File: config.mk
export PLATFORM = sky130hd
export DESIGN_NAME = debug_io_top
export DESIGN_NICKNAME = d
export VERILOG_FILES = /design/src/io_pkg.sv /design/src/button_debouncer.sv /design/src/clock_divider.sv /design/src/core_clock_select.sv /design/src/debug_io_top.sv /design/src/seg_scan_display.sv /design/src/trace_select.sv
export SDC_FILE = /design/constraint.sdc
export NUM_CORES = 1
export LEC_CHECK = 0
export BUFFER_PORTS_ARGS = -buffer_cell sky130_fd_sc_hd__buf_4
export CAP_MARGIN = 20
export CELL_PAD_IN_SITES_DETAIL_PLACEMENT = 1
export CELL_PAD_IN_SITES_GLOBAL_PLACEMENT = 1
export CORE_AREA = 4 4 298 300
export DETAILED_ROUTE_END_ITERATION = 16
export DIE_AREA = 0 0 302 304
export GPL_ROUTABILITY_DRIVEN = 0
export PLACE_DENSITY = 0.8
export SYNTH_ARGS = -nofsm -noshare
export SYNTH_HDL_FRONTEND = slang
export SYNTH_SLANG_ARGS = --single-unit
File: constraint.sdc
create_clock -name clk -period 79.1 [get_ports clk]
set_input_delay 23.73 -clock clk [delete_from_list [all_inputs] [get_ports clk]]
set_output_delay 23.73 -clock clk [all_outputs]
set_load 0.05 [all_outputs]
File: src/io_pkg.sv
`default_nettype none

package io_pkg;

    localparam int NUM_DIGITS    = 8;
    localparam int NUM_BUTTONS   = 5;
    localparam int TRACE_WIDTH   = 64;
    localparam int DISPLAY_WIDTH = 32;

    // active low, decimal point in bit 7
    typedef logic [7:0] seg_pattern_t;
    // active low, one bit per digit
    typedef logic [NUM_DIGITS-1:0] digit_enable_t;

    // trace word picked by the switch field, 17..31 show zero
    typedef enum logic [4:0] {
        FIELD_PC,
        FIELD_INST,
        FIELD_RS1_ID,
        FIELD_RS1_DATA,
        FIELD_RS2_ID,
        FIELD_RS2_DATA,
        FIELD_ALU,
        FIELD_MEM_ADDR,
        FIELD_MEM_WE,
        FIELD_MEM_WDATA,
        FIELD_MEM_RDATA,
        FIELD_RD_WE,
        FIELD_RD_ID,
        FIELD_RD_DATA,
        FIELD_BR_TAKEN,
        FIELD_NPC,
        FIELD_UART
    } trace_field_e;

    // commit record from the core
    typedef struct packed {
        logic [63:0] pc;
        logic [63:0] inst;
        logic [63:0] rs1_data;
        logic [63:0] rs2_data;
        logic [63:0] alu;
        logic [63:0] mem_addr;
        logic [63:0] mem_wdata;
        logic [63:0] mem_rdata;
        logic [63:0] rd_data;
        logic [63:0] npc;
        logic [4:0]  rs1_id;
        logic [4:0]  rs2_id;
        logic [4:0]  rd_id;
        logic        mem_we;
        logic        rd_we;
        logic        br_taken;
    } core_info_t;

    typedef struct packed {
        logic [63:0] uart_info;
    } mem_info_t;

    // board switch bank, sw15 first
    typedef struct packed {
        logic         debug_step;
        logic         slow_clock;
        logic [7:0]   unused;
        logic         word_half;
        trace_field_e field_sel;
    } panel_switch_t;

    function automatic seg_pattern_t hex_to_segments(input logic [3:0] hex);
        case (hex)
            4'h0: return 8'b11000000;
            4'h1: return 8'b11111001;
            4'h2: return 8'b10100100;
            4'h3: return 8'b10110000;
            4'h4: return 8'b10011001;
            4'h5: return 8'b10010010;
            4'h6: return 8'b10000010;
            4'h7: return 8'b11111000;
            4'h8: return 8'b10000000;
            4'h9: return 8'b10010000;
            4'ha: return 8'b10001000;
            4'hb: return 8'b10000011;
            4'hc: return 8'b11000110;
            4'hd: return 8'b10100001;
            4'he: return 8'b10000110;
            default: return 8'b10001110;
        endcase
    endfunction

endpackage

`default_nettype wire

File: src/button_debouncer.sv
`timescale 1ns/1ps
`default_nettype none

module button_debouncer #(
    parameter int DEBOUNCE_LEN = 8
) (
    input  logic                         clk,
    input  logic                         rst,
    input  logic                         scan_tick,
    input  logic [io_pkg::NUM_BUTTONS-1:0] btn,
    output logic [io_pkg::NUM_BUTTONS-1:0] btn_clean
);

    // sample history, newest sample in bit 0
    logic [DEBOUNCE_LEN-1:0] shift_q [io_pkg::NUM_BUTTONS];

    always_ff @(posedge clk or posedge rst) begin
        if (rst) begin
            for (int i = 0; i < io_pkg::NUM_BUTTONS; i++) begin
                shift_q[i] <= '0;
            end
        end else if (scan_tick) begin
            for (int i = 0; i < io_pkg::NUM_BUTTONS; i++) begin
                shift_q[i] <= {shift_q[i][DEBOUNCE_LEN-2:0], btn[i]};
            end
        end
    end

    // pressed only once every kept sample agrees
    always_comb begin
        for (int i = 0; i < io_pkg::NUM_BUTTONS; i++) begin
            btn_clean[i] = &shift_q[i];
        end
    end

endmodule

`default_nettype wire

File: src/clock_divider.sv
`timescale 1ns/1ps
`default_nettype none

module clock_divider #(
    parameter int FAST_CLK_BIT  = 2,
    parameter int SLOW_CLK_BIT  = 20,
    parameter int SCAN_DIV_BITS = 10
) (
    input  logic clk,
    input  logic rst,
    output logic fast_clk,
    output logic slow_clk,
    output logic scan_tick
);

    // counter must reach the highest tapped bit and the scan field
    localparam int HI_CLK_BIT = (FAST_CLK_BIT > SLOW_CLK_BIT) ? FAST_CLK_BIT : SLOW_CLK_BIT;
    localparam int CNT_WIDTH  = (HI_CLK_BIT >= SCAN_DIV_BITS) ? HI_CLK_BIT + 1 : SCAN_DIV_BITS;

    logic [CNT_WIDTH-1:0] cnt_q;

    always_ff @(posedge clk or posedge rst) begin
        if (rst) begin
            cnt_q <= '0;
        end else begin
            cnt_q <= cnt_q + CNT_WIDTH'(1);
        end
    end

    assign fast_clk  = cnt_q[FAST_CLK_BIT];
    assign slow_clk  = cnt_q[SLOW_CLK_BIT];
    // one cycle in every 2**SCAN_DIV_BITS
    assign scan_tick = &cnt_q[SCAN_DIV_BITS-1:0];

endmodule

`default_nettype wire

File: src/core_clock_select.sv
`timescale 1ns/1ps
`default_nettype none

module core_clock_select (
    input  logic clk,
    input  logic rst,
    input  logic debug_step,
    input  logic slow_clock,
    input  logic step_btn,
    input  logic fast_clk,
    input  logic slow_clk,
    output logic clk_core
);

    logic debug_q;

    // mode switch only takes effect on a clock edge
    always_ff @(posedge clk or posedge rst) begin
        if (rst) begin
            debug_q <= 1'b0;
        end else begin
            debug_q <= debug_step;
        end
    end

    always_comb begin
        if (debug_q) begin
            // single step from the debounced button
            clk_core = step_btn;
        end else if (slow_clock) begin
            clk_core = slow_clk;
        end else begin
            clk_core = fast_clk;
        end
    end

endmodule

`default_nettype wire

File: src/debug_io_top.sv
`timescale 1ns/1ps
`default_nettype none

module debug_io_top #(
    parameter int FAST_CLK_BIT  = 2,
    parameter int SLOW_CLK_BIT  = 20,
    parameter int SCAN_DIV_BITS = 10,
    parameter int DEBOUNCE_LEN  = 8
) (
    input  logic                           clk,
    input  logic                           rst,
    input  io_pkg::panel_switch_t          switch,
    input  logic [io_pkg::NUM_BUTTONS-1:0] btn,
    input  logic                           cosim_valid,
    input  io_pkg::core_info_t             cosim_core_info,
    input  io_pkg::mem_info_t              cosim_mem_info,
    output logic                           clk_core,
    output io_pkg::seg_pattern_t           cs,
    output io_pkg::digit_enable_t          an
);

    logic                             fast_clk;
    logic                             slow_clk;
    logic                             scan_tick;
    logic [io_pkg::NUM_BUTTONS-1:0]   btn_clean;
    logic [io_pkg::DISPLAY_WIDTH-1:0] display_word;

    clock_divider #(
        .FAST_CLK_BIT  (FAST_CLK_BIT),
        .SLOW_CLK_BIT  (SLOW_CLK_BIT),
        .SCAN_DIV_BITS (SCAN_DIV_BITS)
    ) u_clock_divider (
        .clk       (clk),
        .rst       (rst),
        .fast_clk  (fast_clk),
        .slow_clk  (slow_clk),
        .scan_tick (scan_tick)
    );

    button_debouncer #(
        .DEBOUNCE_LEN (DEBOUNCE_LEN)
    ) u_button_debouncer (
        .clk       (clk),
        .rst       (rst),
        .scan_tick (scan_tick),
        .btn       (btn),
        .btn_clean (btn_clean)
    );

    // button 0 doubles as the single step key
    core_clock_select u_core_clock_select (
        .clk        (clk),
        .rst        (rst),
        .debug_step (switch.debug_step),
        .slow_clock (switch.slow_clock),
        .step_btn   (btn_clean[0]),
        .fast_clk   (fast_clk),
        .slow_clk   (slow_clk),
        .clk_core   (clk_core)
    );

    trace_select u_trace_select (
        .clk             (clk),
        .rst             (rst),
        .cosim_valid     (cosim_valid),
        .cosim_core_info (cosim_core_info),
        .cosim_mem_info  (cosim_mem_info),
        .field_sel       (switch.field_sel),
        .word_half       (switch.word_half),
        .display_word    (display_word)
    );

    seg_scan_display u_seg_scan_display (
        .clk          (clk),
        .rst          (rst),
        .scan_tick    (scan_tick),
        .display_word (display_word),
        .cs           (cs),
        .an           (an)
    );

endmodule

`default_nettype wire

File: src/seg_scan_display.sv
`timescale 1ns/1ps
`default_nettype none

module seg_scan_display (
    input  logic                             clk,
    input  logic                             rst,
    input  logic                             scan_tick,
    input  logic [io_pkg::DISPLAY_WIDTH-1:0] display_word,
    output io_pkg::seg_pattern_t             cs,
    output io_pkg::digit_enable_t            an
);

    localparam int ND = io_pkg::NUM_DIGITS;

    io_pkg::digit_enable_t an_q;
    logic [3:0]            digit_nibble;

    // single low bit walks towards the top digit
    always_ff @(posedge clk or posedge rst) begin
        if (rst) begin
            an_q <= {{(ND-1){1'b1}}, 1'b0};
        end else if (scan_tick) begin
            an_q <= {an_q[ND-2:0], an_q[ND-1]};
        end
    end

    // nibble of the enabled digit, digit k shows bits 4k+3..4k
    always_comb begin
        digit_nibble = 4'h0;
        for (int k = 0; k < ND; k++) begin
            if (!an_q[k]) begin
                digit_nibble = display_word[4*k +: 4];
            end
        end
    end

    assign cs = io_pkg::hex_to_segments(digit_nibble);
    assign an = an_q;

endmodule

`default_nettype wire

File: src/trace_select.sv
`timescale 1ns/1ps
`default_nettype none

module trace_select (
    input  logic                               clk,
    input  logic                               rst,
    input  logic                               cosim_valid,
    input  io_pkg::core_info_t                 cosim_core_info,
    input  io_pkg::mem_info_t                  cosim_mem_info,
    input  io_pkg::trace_field_e               field_sel,
    input  logic                               word_half,
    output logic [io_pkg::DISPLAY_WIDTH-1:0]   display_word
);

    localparam int TW = io_pkg::TRACE_WIDTH;
    localparam int DW = io_pkg::DISPLAY_WIDTH;

    io_pkg::core_info_t core_q;
    io_pkg::mem_info_t  mem_q;
    logic [TW-1:0]      trace_word;

    // both records latched together on each valid commit
    always_ff @(posedge clk or posedge rst) begin
        if (rst) begin
            core_q <= '0;
            mem_q  <= '0;
        end else if (cosim_valid) begin
            core_q <= cosim_core_info;
            mem_q  <= cosim_mem_info;
        end
    end

    // narrow fields are zero extended
    always_comb begin
        case (field_sel)
            io_pkg::FIELD_PC:        trace_word = core_q.pc;
            io_pkg::FIELD_INST:      trace_word = core_q.inst;
            io_pkg::FIELD_RS1_ID:    trace_word = {{(TW-5){1'b0}}, core_q.rs1_id};
            io_pkg::FIELD_RS1_DATA:  trace_word = core_q.rs1_data;
            io_pkg::FIELD_RS2_ID:    trace_word = {{(TW-5){1'b0}}, core_q.rs2_id};
            io_pkg::FIELD_RS2_DATA:  trace_word = core_q.rs2_data;
            io_pkg::FIELD_ALU:       trace_word = core_q.alu;
            io_pkg::FIELD_MEM_ADDR:  trace_word = core_q.mem_addr;
            io_pkg::FIELD_MEM_WE:    trace_word = {{(TW-1){1'b0}}, core_q.mem_we};
            io_pkg::FIELD_MEM_WDATA: trace_word = core_q.mem_wdata;
            io_pkg::FIELD_MEM_RDATA: trace_word = core_q.mem_rdata;
            io_pkg::FIELD_RD_WE:     trace_word = {{(TW-1){1'b0}}, core_q.rd_we};
            io_pkg::FIELD_RD_ID:     trace_word = {{(TW-5){1'b0}}, core_q.rd_id};
            io_pkg::FIELD_RD_DATA:   trace_word = core_q.rd_data;
            io_pkg::FIELD_BR_TAKEN:  trace_word = {{(TW-1){1'b0}}, core_q.br_taken};
            io_pkg::FIELD_NPC:       trace_word = core_q.npc;
            io_pkg::FIELD_UART:      trace_word = mem_q.uart_info;
            // unnamed selectors
            default:                 trace_word = '0;
        endcase
    end

    // upper or lower half of the chosen word
    assign display_word = word_half ? trace_word[TW-1:TW-DW] : trace_word[DW-1:0];

endmodule

`default_nettype wire
* After elaboration in Yosys (flattened, before gate mapping)
Memories as Yosys holds them, arrays and structs flattened.
Cells that the tools add are included.
** Word-level totals
- Bits in registers :: 760
- ROM bits :: 112
- Memories kept :: 1
** Memories
- (no name shown) :: depth 16, bits a word 7, rd ports 1, clocked after memory_dff 0, wr ports 0, line io_pkg.sv:70 : case (hex)
** Cells by class
- Add/sub/neg operators :: 1
- Eq/ne operators :: 16
- Mux-type cells :: 12
- Reduce and logical (&&, ||, !) cells :: 3
** Operator list (count)
- one-hot mux 64 bit (17 select lines) :: 1
- equality test 5 x 4 -> 1 bit (second input constant) :: 8
- 2-to-1 mux 32 bit :: 1
- 2-to-1 mux 4 bit :: 8
- adder 21 x 1 -> 21 bit (second input constant) :: 1
- equality test 5 x 3 -> 1 bit (second input constant) :: 4
- equality test 5 x 2 -> 1 bit (second input constant) :: 2
- AND reduction 10 bit :: 1
- AND reduction 8 bit :: 1
- equality test 5 x 1 -> 1 bit (second input constant) :: 1
- equality test 5 bit (second input constant) :: 1
- logical NOT 5 bit :: 1
- 2-to-1 mux 1 bit :: 2

* Logic depth before layout (Yosys ltp)
An unclocked memory read counts as a cell.
- Depth in word-level cells :: 12
- Gate-level depth with buffers :: 18
- Gate-level depth less buffers :: 13

* By module
From an unflattened synthesis, not the netlist that was laid out.
** Second synthesis, totals
- Cell total of the unflattened synthesis :: 2541
- Area, all modules :: 34964.8 um^2
** Modules (own cells, without submodules)
- trace_select :: times used 1, cells an instance 2251, area each 31450.2 um^2
- button_debouncer :: times used 1, cells an instance 100, area each 1581.5 um^2
- seg_scan_display :: times used 1, cells an instance 111, area each 960.9 um^2
- clock_divider :: times used 1, cells an instance 74, area each 924.6 um^2
- core_clock_select :: times used 1, cells an instance 5, area each 47.5 um^2

* Worst setup path after synthesis
No wires, ideal clock.
- Path kind :: in2out
- Start :: input switch[2] (netlist bit)
- End :: output cs[4]
- Data arrival time :: 27282 ps
- Data required time :: 55370 ps
- Path slack :: 28088 ps
- Stages on the path :: 17
- Cells stage by stage :: buf_2 > and3b_1 > buf_2 > and2_1 > buf_2 > buf_4 > buf_6 > a222oi_1 > nand3_1 > a221oi_1 > o22ai_1 > a311oi_1 > o21ai_1 > inv_1 > ha_1 > mux2i_1 > o21ai_0
** On the way
- Cells in the longest elaborated chain, start to end :: 12
** Ends and longest elaborated chain
- from (decl) :: line debug_io_top.sv:12 : input io_pkg::panel_switch_t switch,
- equality test 5 bit, or another cell as far along :: line trace_select.sv:35 : case (field_sel)
- one-hot mux 64 bit (17 select lines) (*) :: line trace_select.sv:35
- 2-to-1 mux 32 bit (*) :: line trace_select.sv:59 : assign display_word = word_half ? trace_word[TW-1:TW-DW] : trace_word[DW-1:0];
- 2-to-1 mux 4 bit (7 in series) :: line seg_scan_display.sv:31 : if (!an_q[k]) begin
- 2-to-1 mux 4 bit (*) :: line seg_scan_display.sv:31
- memory read (16 x 7 bit) (*)
- to (decl) :: line debug_io_top.sv:18 : output io_pkg::seg_pattern_t cs,
Mark *: on every way between the ends. The rest lies on a longest branch, timed or not.

* Worst setup path in the final report
- Start :: input switch[1] (netlist bit)
- End :: output cs[3]
Same word-level chain as after synthesis.

==> impl_metrics.env <==
export IMPL_r2r_slack_ns=76.94
export IMPL_internal_power_uw=751
export IMPL_combPwrFrac_pct=11.7
export IMPL_mostFrequentLayoutCells="buf_4, dfrtp_1, mux2_2"
export IMPL_critPathKind="input port to primary output"
export IMPL_p_total_uw=997
export IMPL_syn_inst=2475
export IMPL_slew_headroom_pct=24.4
export IMPL_muxShareOfSynthArea_pct=26.0
export IMPL_end_kind="primary output"
export IMPL_drv_cap=0
export IMPL_required_ns=55.37
export IMPL_ys_seq_elements=760
export IMPL_clkLatencyLatePin_ns=0.64
export IMPL_multiInputGateArea_um2=13700
export IMPL_drv_slew=0
export IMPL_final_common_cell="buf_4"
export IMPL_nets=3940
export IMPL_grt_pass1_wl_mm=192
export IMPL_setup_viol=0
export IMPL_max_vdd_ir_drop_mv=0.0185
export IMPL_synth_top_family_by_area="multiplexers"
export IMPL_placementRows=108
export IMPL_worstHoldPathType="flop to flop"
export IMPL_syn_num_nets=3228
export IMPL_synth_compound_area_share_pct=9.23
export IMPL_yosys_area_share_simple_pct=4.74
export IMPL_worst_pin_slew_ns=1.13
export IMPL_switching_share_pct=24.7
export IMPL_finalHoldViolCount=0
export IMPL_powerDensity_nw_per_um2=22.9
export IMPL_async_reset_ff_share_pct=100
export IMPL_wl_per_cell_um=30.6
export IMPL_drive_gt1_share_pct=52.7
export IMPL_synth_xor_area_share_pct=0.521
export IMPL_htreeDepth=3
export IMPL_vias_per_cell=5.70
export IMPL_antenna_found_initial=56
export IMPL_yosysWarnings=0
export IMPL_grt_max_degree=163
export IMPL_dieArea_um2=91800
export IMPL_fin_crit_sh_pct=67.4
export IMPL_io_pins=763
export IMPL_ant_nets=0
export IMPL_synth_area_leaders="dfrtp_1, mux2_2, a22oi_1"
export IMPL_drc_errors=0
export IMPL_leakagePower_nw=19.0
export IMPL_clk_path_buf_depth=3
export IMPL_cts_resized=0
export IMPL_fin_tns_setup_ns=0
export IMPL_stdcell_count=4458
export IMPL_rsz0062_at_grt="no"
export IMPL_synth_area_per_cell_um2=13.6
export IMPL_cts_setup_buffers=0
export IMPL_start_util_pct=39.0
export IMPL_period_needed_ns=53.34
export IMPL_n_fill_cell=8913
export IMPL_clkPwrFrac_pct=43.3
export IMPL_cts_buffers=83
export IMPL_status="finished, final reports clean"
export IMPL_cts_tree="built"
export IMPL_dpl_cell_area_um2=40300
export IMPL_place_inst=4254
export IMPL_synth_adder_area_share_pct=0.260
export IMPL_finalClockSkew_ns=0.0179
export IMPL_seqPwrFrac_pct=45.0
export IMPL_synth_flop_cell="dfrtp_1"
export IMPL_cts_sinks=760
export IMPL_num_vias=25400
export IMPL_syn_area_um2=33600
export IMPL_cts_root_buffer="clkbuf_16"
export IMPL_regArea_um2=19000
export IMPL_ys_types=80
export IMPL_yosysSeqAreaShare_pct=56.6
export IMPL_port_buffers=749
export IMPL_hpwlAfterDp_mm=95.1
export IMPL_fp_coreArea_um2=86200
export IMPL_yosysTopAreaCellShare_pct=56.0
export IMPL_cts_hold_buf=0
export IMPL_p_switching_uw=247
export IMPL_die_height_um=304
export IMPL_drt_total_wl_mm=136
export IMPL_synth_edf_count=0
export IMPL_critPathMaxFanout=28
export IMPL_grt_pass1_vias=27800
export IMPL_syn_to_final_growth_pct=29.3
export IMPL_overflow=0
export IMPL_fin_area_um2=43500
export IMPL_grt_util_all_layers_pct=28.5
export IMPL_die_x_um=302
export IMPL_dr_pass1_iters=5
export IMPL_synth_top_area_cell="dfrtp_1"
export IMPL_cp_arrival_ns=29.61
export IMPL_max_freq_ghz=0.0187
export IMPL_clkTransAtPathRegs_ns=0.06
export IMPL_drtIter0Drc=1966
export IMPL_critPathLaunchType="input port"
==> power groups by stage <==
stage,registers [mW],logic [mW],clock network (mW)
floorplan,0.447,0.0671,0
global placement,0.451,0.112,0
detailed placement,0.454,0.116,0
CTS,0.448,0.117,0.437
global route,0.452,0.125,0.454
finish,0.449,0.117,0.431
==> sequential cells by signal, summed over array words and instances (netlist names) <==
name / flops
u_seg_scan_display.an: 8
u_button_debouncer.shift_q: 8
u_core_clock_select.debug_q: 1
u_clock_divider.cnt_q: 21
u_trace_select.mem_q: 64
u_trace_select.core_q: 658
==> cell families after synthesis <==
kind of cell / after synthesis
other: 1
and+or+nand+nor: 297
muxes: 780
xor gates and xnor gates: 20
buffers and inverters: 194
adders and majority gates: 7
DFF: 760
AOI/OAI and AO/OA: 416
==> path summary, 6_finish.rpt <==
check | startpoint | to | cells after the start
setup / recovery | switch[1] | cs[3] | 17
hold / removal | u_clock_divider.cnt_q[0]$_DFF_PP0_ | u_clock_divider.cnt_q[0]$_DFF_PP0_ | 1
setup reg to reg | u_clock_divider.cnt_q[0]$_DFF_PP0_ | u_clock_divider.cnt_q[16]$_DFF_PP0_ | 8
hold reg to reg | u_clock_divider.cnt_q[0]$_DFF_PP0_ | u_clock_divider.cnt_q[0]$_DFF_PP0_ | 1
max in group asynchronous | rst | u_clock_divider.cnt_q[1]$_DFF_PP0_ | 7
min in group asynchronous | rst | u_trace_select.core_q[81]$_DFFE_PP0P_ | 2
==> synth_stat cells (5+ instances only) <==
master	instances
nor4_1	9
a211oi_1	5
xnor2_1	15
nand2b_1	12
and3_1	24
clkbuf_1	84
a222oi_1	6
xor2_1	5
nor2_1	31
a221oi_1	8
mux2i_1	35
nor3_1	16
a2111oi_0	11
buf_6	5
a31oi_1	13
nor2_4	7
a32oi_1	6
nor2b_1	6
a22oi_1	244
ha_1	7
buf_4	15
and4_1	5
o211ai_1	9
inv_1	18
o22ai_1	6
a21oi_1	31
nand3_1	39
nand4_1	32
dfrtp_1	753
o21ai_0	22
nand2_1	89
dfstp_2	7
buf_1	16
buf_2	55
mux2_2	745
a22o_1	15
==> stage by stage <==
stage | hold slack, ns | util, % | setup slack [ns]
5_1_grt | 0.501 | 50.4 | 25.66
3_5_place_dp | 0.460 | 46.8 | 26.01
6_report | 0.473 | 50.5 | 25.76
3_3_place_gp | 0.453 | 46.8 | 26.12
2_1_floorplan | 0.437 | - | 28.09
4_1_cts | 0.473 | 50.2 | 25.98
==> worst max-delay path, stage by stage <==
cell and delay, ns:
buf_4 0.30, buf_4 0.38, nand2_1 0.38, nor2_4 0.85, buf_4 0.65, a22oi_1 0.19, nand4_1 0.14, o21ai_0 0.33
a31oi_1 0.73, o211ai_1 0.42, a21oi_2 0.39, inv_1 0.17, ha_1 0.32, inv_1 0.07, mux2i_1 0.08, mux2i_1 0.18
buf_4 0.24
==> routing by layer <==
metal	up-vias	GRT usage (%)	routed length, um
li1	10700	-	-
met1	13300	33.9	51900
met2	1033	47.9	67600
met3	314	7.21	10000
met4	12	14.0	6690
met5	-	0	75
==> final cells by class <==
cell class                 instances  area share, %
sequential                       760           43.7
multi-input combinational       1521           31.6
timing repair buffer             803           14.0
clock buffer                     118           5.45
tap                             1155           3.32
clock inverter                    34           1.44
antenna                           49          0.282
inverter                          18          0.173
(Power assumes the default switching activity.)
